--- config.mk ---
export PLATFORM = sky130hd
export DESIGN_NAME = id_stage
export DESIGN_NICKNAME = d
export VERILOG_FILES = /design/src/design/id_pkg.sv /design/src/design/id_fetch_rx.sv /design/src/design/id_decoder.sv /design/src/design/id_regfile.sv /design/src/design/id_branch_unit.sv /design/src/design/id_issue_tx.sv /design/src/design/id_stage.sv
export SDC_FILE = /design/constraint.sdc
export NUM_CORES = 2
export LEC_CHECK = 0
export ABC_AREA = 0
export ABC_CLOCK_PERIOD_IN_PS = 11100
export BUFFER_PORTS_ARGS = -buffer_cell sky130_fd_sc_hd__buf_2
export CAP_MARGIN = 40
export CORE_MARGIN = 1
export CORE_UTILIZATION = 62
export DETAILED_ROUTE_END_ITERATION = 8
export HOLD_SLACK_MARGIN = 0.03
export PLACE_DENSITY = 0.8
export SETUP_SLACK_MARGIN = 0.5
export SLEW_MARGIN = 20
export SYNTH_ARGS = -nofsm -noshare
export SYNTH_HDL_FRONTEND = slang
export SYNTH_SLANG_ARGS = --single-unit
--- constraint.sdc ---
create_clock -name i_clk -period 11.1 [get_ports i_clk]
set_clock_uncertainty 0.1 [all_clocks]
set_input_delay 3.33 -clock i_clk [delete_from_list [all_inputs] [get_ports i_clk]]
set_output_delay 3.33 -clock i_clk [all_outputs]
set_load 0.05 [all_outputs]
--- src/design/id_pkg.sv ---
// decode stage shared definitions
`default_nettype none

package id_pkg;

  localparam int XLEN        = 32;
  localparam int INST_WD     = 32;
  localparam int REG_ADDR_WD = 5;
  localparam int REG_NUM     = 32;
  localparam int ALU_OP_WD   = 4;
  localparam int MEM_OP_WD   = 3;
  localparam int F3_WD       = 3;

  // major opcodes
  localparam logic [6:0] OPC_OP     = 7'b0110011;
  localparam logic [6:0] OPC_OP_IMM = 7'b0010011;
  localparam logic [6:0] OPC_LOAD   = 7'b0000011;
  localparam logic [6:0] OPC_STORE  = 7'b0100011;
  localparam logic [6:0] OPC_BRANCH = 7'b1100011;
  localparam logic [6:0] OPC_JAL    = 7'b1101111;
  localparam logic [6:0] OPC_JALR   = 7'b1100111;
  localparam logic [6:0] OPC_LUI    = 7'b0110111;

  localparam logic [F3_WD-1:0] F3_BEQ  = 3'b000;
  localparam logic [F3_WD-1:0] F3_BNE  = 3'b001;
  localparam logic [F3_WD-1:0] F3_BLT  = 3'b100;
  localparam logic [F3_WD-1:0] F3_BGE  = 3'b101;
  localparam logic [F3_WD-1:0] F3_BLTU = 3'b110;
  localparam logic [F3_WD-1:0] F3_BGEU = 3'b111;
  localparam logic [F3_WD-1:0] F3_SRX  = 3'b101; // srli / srai share this

  localparam logic [ALU_OP_WD-1:0] ALU_ADD = 4'b0000;

  // fetch receiver states
  localparam logic RX_IDLE = 1'b0;
  localparam logic RX_ACK  = 1'b1;

  // issue sender states
  localparam logic [1:0] TX_IDLE = 2'd0;
  localparam logic [1:0] TX_REQ  = 2'd1;
  localparam logic [1:0] TX_WAIT = 2'd2;

  typedef union packed {
    struct packed {
      logic [6:0] funct7;
      logic [4:0] rs2;
      logic [4:0] rs1;
      logic [2:0] funct3;
      logic [4:0] rd;
      logic [6:0] opcode;
    } r;
    struct packed {
      logic [11:0] imm12;
      logic [4:0]  rs1;
      logic [2:0]  funct3;
      logic [4:0]  rd;
      logic [6:0]  opcode;
    } i;
    struct packed {
      logic [6:0] imm_hi;
      logic [4:0] rs2;
      logic [4:0] rs1;
      logic [2:0] funct3;
      logic [4:0] imm_lo;
      logic [6:0] opcode;
    } s;
    struct packed {
      logic [19:0] imm20;
      logic [4:0]  rd;
      logic [6:0]  opcode;
    } u;
  } inst_u;

endpackage

`default_nettype wire

--- src/design/id_fetch_rx.sv ---
// fetch side receiver
`timescale 1ns/1ps
`default_nettype none

module id_fetch_rx import id_pkg::*; (
  input  wire                i_clk,
  input  wire                i_rst_n,
  input  wire                i_fs_req,
  input  wire [INST_WD-1:0]  i_fs_inst,
  input  wire [XLEN-1:0]     i_fs_pc,
  output logic               o_fs_ack,
  input  wire                i_take,
  output logic               o_slot_full,
  output logic [INST_WD-1:0] o_inst,
  output logic [XLEN-1:0]    o_pc
);

  logic rx_state;
  logic accept;

  // only a fresh request into an empty slot is taken
  assign accept   = (rx_state == RX_IDLE) && i_fs_req && !o_slot_full;
  assign o_fs_ack = (rx_state == RX_ACK);

  always_ff @(posedge i_clk) begin
    if (!i_rst_n) begin
      rx_state    <= RX_IDLE;
      o_slot_full <= 1'b0;
    end else begin
      if (rx_state == RX_IDLE) begin
        if (accept) begin
          rx_state <= RX_ACK;
        end
      end else if (!i_fs_req) begin
        rx_state <= RX_IDLE; // fetch dropped req, ack follows
      end

      if (accept) begin
        o_slot_full <= 1'b1;
      end else if (i_take) begin
        o_slot_full <= 1'b0;
      end
    end
  end

  always_ff @(posedge i_clk) begin
    if (accept) begin
      o_inst <= i_fs_inst;
      o_pc   <= i_fs_pc;
    end
  end

endmodule

`default_nettype wire

--- src/design/id_decoder.sv ---
// instruction decoder
`timescale 1ns/1ps
`default_nettype none

module id_decoder import id_pkg::*; (
  input  wire  [INST_WD-1:0]     i_inst,
  output logic [REG_ADDR_WD-1:0] o_rs1,
  output logic [REG_ADDR_WD-1:0] o_rs2,
  output logic [REG_ADDR_WD-1:0] o_rd,
  output logic [XLEN-1:0]        o_imm,
  output logic [ALU_OP_WD-1:0]   o_alu_op,
  output logic                   o_gpr_wen,
  output logic                   o_mem_ren,
  output logic                   o_mem_wen,
  output logic [MEM_OP_WD-1:0]   o_mem_op,
  output logic                   o_bren,
  output logic [F3_WD-1:0]       o_brfunc,
  output logic                   o_jal,
  output logic                   o_jalr,
  output logic                   o_invalid
);

  inst_u           ins;
  logic [XLEN-1:0] imm_i;
  logic [XLEN-1:0] imm_s;
  logic [XLEN-1:0] imm_b;
  logic [XLEN-1:0] imm_j;
  logic [XLEN-1:0] imm_u;

  assign ins = i_inst;

  assign imm_i = {{20{ins.i.imm12[11]}}, ins.i.imm12};
  assign imm_s = {{20{ins.s.imm_hi[6]}}, ins.s.imm_hi, ins.s.imm_lo};
  assign imm_b = {{19{ins.s.imm_hi[6]}}, ins.s.imm_hi[6], ins.s.imm_lo[0],
                  ins.s.imm_hi[5:0], ins.s.imm_lo[4:1], 1'b0};
  // j-type bits are scattered across imm20
  assign imm_j = {{11{ins.u.imm20[19]}}, ins.u.imm20[19], ins.u.imm20[7:0],
                  ins.u.imm20[8], ins.u.imm20[18:9], 1'b0};
  assign imm_u = {ins.u.imm20, 12'b0};

  always_comb begin
    o_rs1     = ins.i.rs1;
    o_rs2     = '0;
    o_rd      = '0;
    o_imm     = '0;
    o_alu_op  = ALU_ADD;
    o_gpr_wen = 1'b0;
    o_mem_ren = 1'b0;
    o_mem_wen = 1'b0;
    o_mem_op  = '0;
    o_bren    = 1'b0;
    o_brfunc  = '0;
    o_jal     = 1'b0;
    o_jalr    = 1'b0;
    o_invalid = 1'b0;
    case (ins.r.opcode)
      OPC_OP: begin
        o_rs2     = ins.r.rs2;
        o_rd      = ins.r.rd;
        o_alu_op  = {ins.r.funct7[5], ins.r.funct3};
        o_gpr_wen = 1'b1;
      end
      OPC_OP_IMM: begin
        o_rd      = ins.i.rd;
        o_imm     = imm_i;
        o_alu_op  = (ins.i.funct3 == F3_SRX) ? {ins.i.imm12[10], ins.i.funct3}
                                             : {1'b0, ins.i.funct3};
        o_gpr_wen = 1'b1;
      end
      OPC_LOAD: begin
        o_rd      = ins.i.rd;
        o_imm     = imm_i;
        o_gpr_wen = 1'b1;
        o_mem_ren = 1'b1;
        o_mem_op  = ins.i.funct3;
      end
      OPC_STORE: begin
        o_rs2     = ins.s.rs2;
        o_imm     = imm_s;
        o_mem_wen = 1'b1;
        o_mem_op  = ins.s.funct3;
      end
      OPC_BRANCH: begin
        o_rs2    = ins.s.rs2;
        o_imm    = imm_b;
        o_bren   = 1'b1;
        o_brfunc = ins.s.funct3;
      end
      OPC_JAL: begin
        o_rs1     = '0;
        o_rd      = ins.u.rd;
        o_imm     = imm_j;
        o_gpr_wen = 1'b1;
        o_jal     = 1'b1;
      end
      OPC_JALR: begin
        o_rd      = ins.i.rd;
        o_imm     = imm_i;
        o_gpr_wen = 1'b1;
        o_jalr    = 1'b1;
      end
      OPC_LUI: begin
        o_rs1     = '0;
        o_rd      = ins.u.rd;
        o_imm     = imm_u;
        o_gpr_wen = 1'b1;
      end
      default: begin
        o_rs1     = '0; // unknown opcode, nothing enabled
        o_invalid = 1'b1;
      end
    endcase
  end

endmodule

`default_nettype wire

--- src/design/id_regfile.sv ---
// general purpose register file
`timescale 1ns/1ps
`default_nettype none

module id_regfile import id_pkg::*; (
  input  wire                   i_clk,
  input  wire [REG_ADDR_WD-1:0] i_raddr1,
  output logic [XLEN-1:0]       o_rdata1,
  input  wire [REG_ADDR_WD-1:0] i_raddr2,
  output logic [XLEN-1:0]       o_rdata2,
  input  wire                   i_wen,
  input  wire [REG_ADDR_WD-1:0] i_waddr,
  input  wire [XLEN-1:0]        i_wdata
);

  logic [XLEN-1:0] regs [1:REG_NUM-1]; // x0 not stored

  function automatic logic [XLEN-1:0] read_port(input logic [REG_ADDR_WD-1:0] addr);
    logic [XLEN-1:0] data;
    if (addr == '0) begin
      data = '0;
    end else if (i_wen && (i_waddr == addr)) begin
      data = i_wdata; // same-cycle write-back
    end else begin
      data = regs[addr];
    end
    return data;
  endfunction

  always_comb begin
    o_rdata1 = read_port(i_raddr1);
    o_rdata2 = read_port(i_raddr2);
  end

  always_ff @(posedge i_clk) begin
    if (i_wen && (i_waddr != '0)) begin
      regs[i_waddr] <= i_wdata;
    end
  end

endmodule

`default_nettype wire

--- src/design/id_branch_unit.sv ---
// branch and jump resolution
`timescale 1ns/1ps
`default_nettype none

module id_branch_unit import id_pkg::*; (
  input  wire  [XLEN-1:0]  i_pc,
  input  wire  [XLEN-1:0]  i_rs1_data,
  input  wire  [XLEN-1:0]  i_rs2_data,
  input  wire  [XLEN-1:0]  i_imm,
  input  wire              i_bren,
  input  wire  [F3_WD-1:0] i_brfunc,
  input  wire              i_jal,
  input  wire              i_jalr,
  output logic             o_taken,
  output logic [XLEN-1:0]  o_target
);

  logic            cond;
  logic [XLEN-1:0] pc_rel;
  logic [XLEN-1:0] reg_rel;

  always_comb begin
    case (i_brfunc)
      F3_BEQ:  cond = (i_rs1_data == i_rs2_data);
      F3_BNE:  cond = (i_rs1_data != i_rs2_data);
      F3_BLT:  cond = ($signed(i_rs1_data) < $signed(i_rs2_data));
      F3_BGE:  cond = ($signed(i_rs1_data) >= $signed(i_rs2_data));
      F3_BLTU: cond = (i_rs1_data < i_rs2_data);
      F3_BGEU: cond = (i_rs1_data >= i_rs2_data);
      default: cond = 1'b0;
    endcase
  end

  assign pc_rel  = i_pc + i_imm;
  assign reg_rel = i_rs1_data + i_imm;
  assign o_taken = i_jal || i_jalr || (i_bren && cond);

  always_comb begin
    if (i_jalr) begin
      o_target = {reg_rel[XLEN-1:1], 1'b0}; // lsb cleared
    end else if (o_taken) begin
      o_target = pc_rel;
    end else begin
      o_target = i_pc + 32'd4; // fall through
    end
  end

endmodule

`default_nettype wire

--- src/design/id_issue_tx.sv ---
// issue register and execute side sender
`timescale 1ns/1ps
`default_nettype none

module id_issue_tx import id_pkg::*; (
  input  wire                    i_clk,
  input  wire                    i_rst_n,
  input  wire                    i_slot_full,
  output logic                   o_take,
  input  wire  [XLEN-1:0]        i_pc,
  input  wire  [XLEN-1:0]        i_rs1_data,
  input  wire  [XLEN-1:0]        i_rs2_data,
  input  wire  [XLEN-1:0]        i_imm,
  input  wire  [REG_ADDR_WD-1:0] i_rd,
  input  wire  [ALU_OP_WD-1:0]   i_alu_op,
  input  wire                    i_gpr_wen,
  input  wire                    i_mem_ren,
  input  wire                    i_mem_wen,
  input  wire  [MEM_OP_WD-1:0]   i_mem_op,
  input  wire                    i_invalid,
  input  wire                    i_br_taken,
  input  wire  [XLEN-1:0]        i_br_target,
  output logic                   o_es_req,
  input  wire                    i_es_ack,
  output logic [XLEN-1:0]        o_es_pc,
  output logic [XLEN-1:0]        o_es_rs1_data,
  output logic [XLEN-1:0]        o_es_rs2_data,
  output logic [XLEN-1:0]        o_es_imm,
  output logic [REG_ADDR_WD-1:0] o_es_rd,
  output logic [ALU_OP_WD-1:0]   o_es_alu_op,
  output logic                   o_es_gpr_wen,
  output logic                   o_es_mem_ren,
  output logic                   o_es_mem_wen,
  output logic [MEM_OP_WD-1:0]   o_es_mem_op,
  output logic                   o_es_invalid,
  output logic                   o_es_br_taken,
  output logic [XLEN-1:0]        o_es_br_target
);

  logic [1:0] tx_state;
  logic       squash; // next capture is wrong-path

  assign o_take   = i_slot_full && (tx_state == TX_IDLE);
  assign o_es_req = (tx_state == TX_REQ);

  always_ff @(posedge i_clk) begin
    if (!i_rst_n) begin
      tx_state <= TX_IDLE;
      squash   <= 1'b0;
    end else begin
      case (tx_state)
        TX_IDLE: begin
          if (o_take) begin
            if (squash) begin
              squash <= 1'b0; // acked to fetch, never issued
            end else begin
              squash   <= i_br_taken;
              tx_state <= TX_REQ;
            end
          end
        end
        TX_REQ:  if (i_es_ack) tx_state <= TX_WAIT;
        TX_WAIT: if (!i_es_ack) tx_state <= TX_IDLE;
        default: tx_state <= TX_IDLE;
      endcase
    end
  end

  always_ff @(posedge i_clk) begin
    if (o_take && !squash) begin
      o_es_pc        <= i_pc;
      o_es_rs1_data  <= i_rs1_data;
      o_es_rs2_data  <= i_rs2_data;
      o_es_imm       <= i_imm;
      o_es_rd        <= i_rd;
      o_es_alu_op    <= i_alu_op;
      o_es_gpr_wen   <= i_gpr_wen;
      o_es_mem_ren   <= i_mem_ren;
      o_es_mem_wen   <= i_mem_wen;
      o_es_mem_op    <= i_mem_op;
      o_es_invalid   <= i_invalid;
      o_es_br_taken  <= i_br_taken;
      o_es_br_target <= i_br_target;
    end
  end

endmodule

`default_nettype wire

--- src/design/id_stage.sv ---
// rv32i instruction decode stage
`timescale 1ns/1ps
`default_nettype none

module id_stage import id_pkg::*; (
  input  wire                    i_clk,
  input  wire                    i_rst_n,
  input  wire                    i_fs_req,
  input  wire  [INST_WD-1:0]     i_fs_inst,
  input  wire  [XLEN-1:0]        i_fs_pc,
  output logic                   o_fs_ack,
  input  wire                    i_wb_en,
  input  wire  [REG_ADDR_WD-1:0] i_wb_addr,
  input  wire  [XLEN-1:0]        i_wb_data,
  output logic                   o_es_req,
  input  wire                    i_es_ack,
  output logic [XLEN-1:0]        o_es_pc,
  output logic [XLEN-1:0]        o_es_rs1_data,
  output logic [XLEN-1:0]        o_es_rs2_data,
  output logic [XLEN-1:0]        o_es_imm,
  output logic [REG_ADDR_WD-1:0] o_es_rd,
  output logic [ALU_OP_WD-1:0]   o_es_alu_op,
  output logic                   o_es_gpr_wen,
  output logic                   o_es_mem_ren,
  output logic                   o_es_mem_wen,
  output logic [MEM_OP_WD-1:0]   o_es_mem_op,
  output logic                   o_es_invalid,
  output logic                   o_es_br_taken,
  output logic [XLEN-1:0]        o_es_br_target
);

  logic                   slot_full;
  logic                   take;
  logic [INST_WD-1:0]     inst;
  logic [XLEN-1:0]        pc;
  logic [REG_ADDR_WD-1:0] rs1;
  logic [REG_ADDR_WD-1:0] rs2;
  logic [REG_ADDR_WD-1:0] rd;
  logic [XLEN-1:0]        rs1_data;
  logic [XLEN-1:0]        rs2_data;
  logic [XLEN-1:0]        imm;
  logic [ALU_OP_WD-1:0]   alu_op;
  logic                   gpr_wen;
  logic                   mem_ren;
  logic                   mem_wen;
  logic [MEM_OP_WD-1:0]   mem_op;
  logic                   bren;
  logic [F3_WD-1:0]       brfunc;
  logic                   jal;
  logic                   jalr;
  logic                   invalid;
  logic                   br_taken;
  logic [XLEN-1:0]        br_target;

  id_fetch_rx u_fetch_rx (
    .i_clk(i_clk), .i_rst_n(i_rst_n),
    .i_fs_req(i_fs_req), .i_fs_inst(i_fs_inst), .i_fs_pc(i_fs_pc), .o_fs_ack(o_fs_ack),
    .i_take(take), .o_slot_full(slot_full), .o_inst(inst), .o_pc(pc)
  );

  id_decoder u_decoder (
    .i_inst(inst), .o_rs1(rs1), .o_rs2(rs2), .o_rd(rd), .o_imm(imm), .o_alu_op(alu_op),
    .o_gpr_wen(gpr_wen), .o_mem_ren(mem_ren), .o_mem_wen(mem_wen), .o_mem_op(mem_op),
    .o_bren(bren), .o_brfunc(brfunc), .o_jal(jal), .o_jalr(jalr), .o_invalid(invalid)
  );

  // write-back is the only forwarding source
  id_regfile u_regfile (
    .i_clk(i_clk), .i_raddr1(rs1), .o_rdata1(rs1_data), .i_raddr2(rs2), .o_rdata2(rs2_data),
    .i_wen(i_wb_en), .i_waddr(i_wb_addr), .i_wdata(i_wb_data)
  );

  id_branch_unit u_branch_unit (
    .i_pc(pc), .i_rs1_data(rs1_data), .i_rs2_data(rs2_data), .i_imm(imm),
    .i_bren(bren), .i_brfunc(brfunc), .i_jal(jal), .i_jalr(jalr),
    .o_taken(br_taken), .o_target(br_target)
  );

  id_issue_tx u_issue_tx (
    .i_clk(i_clk), .i_rst_n(i_rst_n), .i_slot_full(slot_full), .o_take(take),
    .i_pc(pc), .i_rs1_data(rs1_data), .i_rs2_data(rs2_data), .i_imm(imm), .i_rd(rd),
    .i_alu_op(alu_op), .i_gpr_wen(gpr_wen), .i_mem_ren(mem_ren), .i_mem_wen(mem_wen),
    .i_mem_op(mem_op), .i_invalid(invalid), .i_br_taken(br_taken), .i_br_target(br_target),
    .o_es_req(o_es_req), .i_es_ack(i_es_ack),
    .o_es_pc(o_es_pc), .o_es_rs1_data(o_es_rs1_data), .o_es_rs2_data(o_es_rs2_data),
    .o_es_imm(o_es_imm), .o_es_rd(o_es_rd), .o_es_alu_op(o_es_alu_op),
    .o_es_gpr_wen(o_es_gpr_wen), .o_es_mem_ren(o_es_mem_ren), .o_es_mem_wen(o_es_mem_wen),
    .o_es_mem_op(o_es_mem_op), .o_es_invalid(o_es_invalid),
    .o_es_br_taken(o_es_br_taken), .o_es_br_target(o_es_br_target)
  );

endmodule

`default_nettype wire

Word-level counts from Yosys, hierarchy flattened:

Memory sizes are Yosys's and may differ from the RTL's.
Index checks and enable logic that the tools add are counted.

* flip-flop bits (word level): 246
* memory bits (writable): 992
* input bits: 106
* output and inout port bits: 179
* logic and storage cells: 112
* memories: 1

Memory list
* u_regfile.regs: depth 31, bits a word 32, rd ports 2, clocked after memory_dff 0, wr ports 1, line id_regfile.sv:16 `logic [XLEN-1:0] regs [1:REG_NUM-1];`

* add/subtract/negate cells: 3
* $lt $le $gt $ge: 4
* eq/ne operators: 24
* mux-type cells: 33
* bitwise gates (word level): 1
* reduce and logical (&&, ||, !) cells: 26

Operators with widths (number)
* two-way mux 32 bit: 6
* case mux 32 bit (5 select lines): 1
* adder 32 bit: 2
* greater-or-equal comparator 32 bit: 2
* < comparator 32 bit: 2
* adder 32 x 3 -> 32 bit, second input constant: 1
* equality test 32 bit: 1
* inequality test 32 bit: 1
* equality test 7 x 6 -> 1 bit, second input constant: 3
* equality test 7 bit, second input constant: 3
* equality test 3 bit, second input constant: 5
* two-way mux 1 bit: 15
* OR reduction 6 bit: 2
* equality test 5 bit: 2
* zero test 5 bit: 2
* two-way mux 5 bit: 2
* logical AND 1 bit: 8
* two-way mux 2 bit: 4
* case mux 4 bit (2 select lines): 1
* OR reduction 8 bit: 1
* equality test 7 x 2 -> 1 bit, second input constant: 1
* equality test 7 x 5 -> 1 bit, second input constant: 1
* case mux 1 bit (6 select lines): 1
* case mux 2 bit (3 select lines): 1
* other kinds (18): 23

Logic depth before layout (Yosys ltp):

* depth after elaboration: 13
* gate-level depth with buffers: 30
* mapped depth without buffers: 25

Hierarchy:

A second synthesis with hierarchy kept.

* cells, all modules: 3863
* area total of the unflattened synthesis: 60480.5 um2

By module, submodules not included
* id_regfile: times used 1, cells each 2759, area an instance 47200.3 um2, seq. area each 29788.6 um2
* id_issue_tx: times used 1, cells each 192, area an instance 5466.5 um2, seq. area each 5375.2 um2
* id_branch_unit: times used 1, cells each 721, area an instance 4997.3 um2, seq. area each 0.0 um2
* id_fetch_rx: times used 1, cells each 72, area an instance 2003.2 um2, seq. area each 1961.9 um2
* id_decoder: times used 1, cells each 119, area an instance 813.3 um2, seq. area each 0.0 um2

Worst setup path after synthesis:

OpenSTA, ideal clock, no wires.

* kind: register -> register
* start: register u_issue_tx.tx_state[1]
* end: register u_issue_tx.o_es_alu_op[0], enable pin
* library setup time: 0.719 ns
* data arrival time: 7.923 ns
* required time: 10.281 ns
* setup slack: 2.359 ns
* cell stages (with the launch flop): 4
* buffers on the path: 0
* clock period less this slack: 8.741 ns
* cell sequence: dfxtp_1 nor2_1 nand2_1 nor2_1

* longest elaborated chain between the ends: 3

Ends and longest elaborated chain
* start: declaration: line id_issue_tx.sv:40 `logic [1:0] tx_state;`
* start signal: assignment: line id_issue_tx.sv:48 `tx_state <= TX_IDLE;`
* start signal: assignment: line id_issue_tx.sv:58 `tx_state <= TX_REQ;`
* start signal: assignment: line id_issue_tx.sv:62 `TX_REQ: if (i_es_ack) tx_state <= TX_WAIT;`
* zero test 2 bit: line id_issue_tx.sv:43 `assign o_take = i_slot_full && (tx_state == TX_IDLE);`
* logical AND 1 bit: line id_issue_tx.sv:43
* logical AND 1 bit: line id_issue_tx.sv:70 `if (o_take && !squash) begin`
* end signal: assignment: line id_issue_tx.sv:76 `o_es_alu_op <= i_alu_op;`
* end: declaration: line id_issue_tx.sv:30 `output logic [ALU_OP_WD-1:0] o_es_alu_op,`

No other way between the ends.
A chain may end at the register's enable or synchronous reset.

Worst setup path in the final report:

* start: input i_wb_addr[4]
* end: register u_issue_tx.o_es_br_target[8] (data pin)

* longest elaborated chain between the ends: 10
* elaborated cells between the ends (all ways): 20
* those cells by class: add/sub (1); order compare (4); eq/ne (4); mux (7); reduce/logical (4)

Ends and longest elaborated chain
* start: declaration: line id_stage.sv:13 `input wire [REG_ADDR_WD-1:0] i_wb_addr,`
* equality test 5 bit: line id_regfile.sv:22 `end else if (i_wen && (i_waddr == addr)) begin`
* logical AND 1 bit: line id_regfile.sv:22
* two-way mux 32 bit: line id_regfile.sv:22
* two-way mux 32 bit: line id_regfile.sv:20 `if (addr == '0) begin`
* greater-or-equal comparator 32 bit (tied with other cells): line id_branch_unit.sv:29 `F3_BGEU: cond = (i_rs1_data >= i_rs2_data);`
* case mux 1 bit (6 select lines): line id_branch_unit.sv:23 `case (i_brfunc)`
* logical AND 1 bit: line id_branch_unit.sv:36 `assign o_taken = i_jal || i_jalr || (i_bren && cond);`
* logical OR 1 bit: line id_branch_unit.sv:36
* two-way mux 32 bit: line id_branch_unit.sv:41 `end else if (o_taken) begin`
* two-way mux 32 bit *: line id_branch_unit.sv:39 `if (i_jalr) begin`
* net br_target[8]: line id_stage.sv:53 `logic [XLEN-1:0] br_target;`
* end signal: assignment: line id_issue_tx.sv:83 `o_es_br_target <= i_br_target;`
* end: declaration: line id_issue_tx.sv:37 `output logic [XLEN-1:0] o_es_br_target`

The timed path passes the listed nets; every way through them passes the cells marked *.

==> flow_summary_export.csv <==
group,metric,value,unit
outcome,status,"finished with violations",
outcome,violations,"DRC",
cts,postCtsSetupBuffers,0,
pwr,vdd_drop_max,0.132,mV
critical_path,path_cells,"buf_2 -> xnor2_1 -> nor4_1 -> nand3_4 -> o211ai_1 -> o211ai_1 -> ha_1 -> nand4_1 -> nor4_1 -> o221ai_1 -> o211ai_1 -> a221oi_2 -> mux2_1 -> a21oi_1 -> buf_4 -> and2_1 -> buf_4 -> inv_2 -> a22oi_1 -> o21ai_0",
place,placed_cell_area,0.0637,mm2
place,port-buffer-count,284,
critical_path,cpMaxStageDelayCell,"nand3_4",
yosys,synthDistinctLibCells,89,
pwr,powerDensity,153,mW/mm2
grt,grt_usage,0.439,
yosys,ys_ff_latch,1238,
die,chipWidth,315,um
layout,final_area,0.0677,mm2
yosys,netlist_area,0.0606,mm2
pwr,leakagePower,25.0,nW
cts,clockBufferDepth,3,
yosys,syn_avg_cell_area,12.6,um2
die,die-area,0.0990,mm2
timing,tightest_slew,998,ps
place,gp_congestion,1.03,
critical_path,cpPeakStageDelay,620,ps
die,start_util,0.627,
timing,maxSlewViolCount,0,
critical_path,critPathTopFamily,"simple AND/OR/NAND/NOR gates",
critical_path,cp_num_buf_inv,4,
grt,grt_max_degree,172,
critical_path,critical_path.max_fanout,62,
yosys,ys.warnings.count,0,
timing,setup_slack,2330,ps
drt,drt-total-wl,222000,um
drt,drt-initial-drc-count,9674,
yosys,dominantRegCellSynth,"edfxtp_1",
timing,period_share,0.790,
place,hpwl,137000,um
cts,post_cts_resized,0,
critical_path,worstPathArrival,9130,ps
drt,ant_nets,0,
cts,cts_max_level,3,
timing,rsz0062_at_grt,"false",
die,ios,285,
cts,cts_tree,"done",
critical_path,crit_type,"input pin to register",
layout,syn_to_final_growth,11.7,%
layout,fin_nets,5211,
timing,slew_headroom,0.332,
timing,max_freq,114,MHz
drt,vias_per_cell,7.71,
cts,path_clk_slew,60,ps
critical_path,cp-end-kind,"register",
critical_path,required,11450,ps
grt,grt_pass1_wl,314000,um
critical_path,crit_cells,20,
worst_hold_path,hold_path_depth,2,
timing,finalHoldViolations,0,
yosys,synth_edf_count,1233,
critical_path,start_kind,"input pin",
grt,grt_antenna_before_repair,15,
timing,fin_setup_tns,0,ps
layout,drive_above_1_share,0.152,
timing,min_period,8770,ps
die,core,0.0967,mm2
die,rows,114,
cts,cts_hold_buffers,0,
grt,overflow,0,
job,max_cap_violations,0,
drt,routedWlPerCell,34.8,um
place,pre_cts_slack,1440,ps
yosys,synthesis.nets,5028,
timing,finalSetupViolCount,0,
drt,drc_errors,1,
drt,via_count,49234,
die,die_h,315,um
drt,first_pass_iters,9,
cts,clkSinkCount,1238,
cts,cts_buffers,121,
timing,holdWs,365,ps
grt,grt_pass1_vias,46537,
critical_path,cp_common_cell,"o211ai_1",
worst_hold_path,hp-class,"register to register",
yosys,syn_inst,4826,
yosys,synthArstFlopShare,0,
yosys,seq_area_frac_synth,0.613,
layout,fillers,6416,
cts,cts-root-buf,"clkbuf_16",
critical_path,worst_r2r_path_depth,24,
cts,clk_latency,740,ps
-- area by class of cell --
cell class | count | area (um2) | area share
antenna | 2 | 5.00 | 0.0000739
clock buffer | 148 | 3150 | 0.0465
timing repair buffer | 446 | 2830 | 0.0417
tap | 1276 | 1600 | 0.0236
sequential | 1238 | 37100 | 0.548
inverter | 25 | 98.8 | 0.00146
multi-input combinational | 3177 | 22200 | 0.328
clock inverter | 70 | 728 | 0.0108
-- cell usage after synthesis, drive strengths merged (8+ instances only) --
cell type  number  area, um2
a2111oi        20        206
a211oi         35        273
a21o           61        458
a21oi         202       1010
a221o          59        591
a221oi        186       1640
a31oi          64        400
a41oi          11       96.3
and2           22        138
and3           54        338
buf           106        508
clkbuf        280       1050
edfxtp       1233      37000
ha             94       1180
inv            25       93.8
mux2           68        766
mux2i         400       4000
nand2         485       1820
nand2b         15       93.8
nand3         205       1030
nand4          42        263
nor2          187        704
nor2b          14       87.6
nor3           43        231
nor4            9       62.6
o211a          34        340
o211ai        122        935
o21a            8       60.1
o21ai         305       1530
o221ai         78        683
o22ai         118        738
o311ai         65        569
or3             8       50.1
xnor2          52        455
xor2           35        307
-- flip-flops by register name, summed over array words and instances (netlist names), 2 cells and up --
signal / cells
u_regfile.regs: 992
u_issue_tx.o_es_mem_op: 3
u_issue_tx.o_es_rs2_data: 32
u_issue_tx.o_es_rs1_data: 32
u_issue_tx.o_es_imm: 32
u_issue_tx.tx_state: 2
u_issue_tx.o_es_alu_op: 4
u_issue_tx.o_es_rd: 5
u_fetch_rx.o_inst: 32
u_issue_tx.o_es_br_target: 32
u_issue_tx.o_es_pc: 32
u_fetch_rx.o_pc: 32
-- layer usage --
layer  GRT usage  share of wire
met3       0.153           0.17
met5     0.00967         0.0013
met2       0.648           0.43
met1       0.552           0.33
met4       0.280          0.075
-- through the flow --
step	instances	total power, mW	utilization
2_1_floorplan	4826	5.96	-
3_3_place_gp	6146	6.27	0.658
3_5_place_dp	6154	6.29	0.659
4_1_cts	6372	10.3	0.699
5_1_grt	6381	10.5	0.700
6_report	6382	10.4	0.700
-- kinds of logic (layout without fill, tap and decap cells) --
family / after synthesis / count (layout) / synth area share
flops: 1238 / 1238 / 0.613
fa+ha+maj: 96 / 96 / 0.0201
compound gates: 1412 / 1412 / 0.164
buf+inv: 411 / 689 / 0.0273
other cells: 0 / 2 / 0
simple gates: 1108 / 1108 / 0.0828
xor+xnor: 87 / 87 / 0.0126
mux: 474 / 474 / 0.0809
-- cells in the final DEF (no fill, tap or decap), types with 30 or more instances in the layout --
| master | Yosys | final |
|---|---|---|
| nor3_1 | 41 | 30 |
| a21o_1 | 61 | 61 |
| o221ai_1 | 78 | 78 |
| mux2i_1 | 400 | 400 |
| nand3_1 | 205 | 203 |
| clkbuf_16 | 0 | 122 |
| o211ai_1 | 120 | 120 |
| o21ai_0 | 274 | 274 |
| buf_2 | 52 | 286 |
| nand2_1 | 484 | 477 |
| nand4_1 | 42 | 42 |
| mux2_2 | 67 | 67 |
| a21oi_1 | 201 | 201 |
| a221oi_1 | 184 | 184 |
| nor2_1 | 186 | 157 |
| xor2_1 | 35 | 35 |
| o311ai_0 | 57 | 57 |
| and3_1 | 54 | 54 |
| edfxtp_1 | 1233 | 1233 |
| a211oi_1 | 33 | 33 |
| o211a_1 | 34 | 34 |
| xnor2_1 | 52 | 52 |
| a31oi_1 | 64 | 64 |
| o22ai_1 | 118 | 118 |
| a221o_1 | 59 | 59 |
| buf_4 | 4 | 137 |
| ha_1 | 94 | 94 |
-- path summary, 6_finish.rpt --
kind	from	end	slack [ps]
worst max-delay path	i_wb_addr[4]	u_issue_tx.o_es_br_target[8]$_DFFE_PP_	2330
worst min-delay path	u_fetch_rx.o_fs_ack$_SDFF_PN0_	u_fetch_rx.o_fs_ack$_SDFF_PN0_	370
worst max register to register	u_fetch_rx.o_inst[6]$_DFFE_PP_	u_issue_tx.o_es_br_target[8]$_DFFE_PP_	2470
worst min register to register	u_fetch_rx.o_fs_ack$_SDFF_PN0_	u_fetch_rx.o_fs_ack$_SDFF_PN0_	370
-- tightest hold or removal path: cells and delay by family, from the launching register on --
kind / cells / cell delay, ps
DFF: 1 / 320
buffers and inverters: 1 / 50
AOI/OAI and AO/OA: 1 / 50
-- report_power, final --
group          internal (mW)  switching (mW)
combinational          0.231           0.673
clock                   2.29            1.82
sequential              5.27          0.0712
total                   7.79            2.57
No activity file was read; power rests on OpenSTA's default activity.
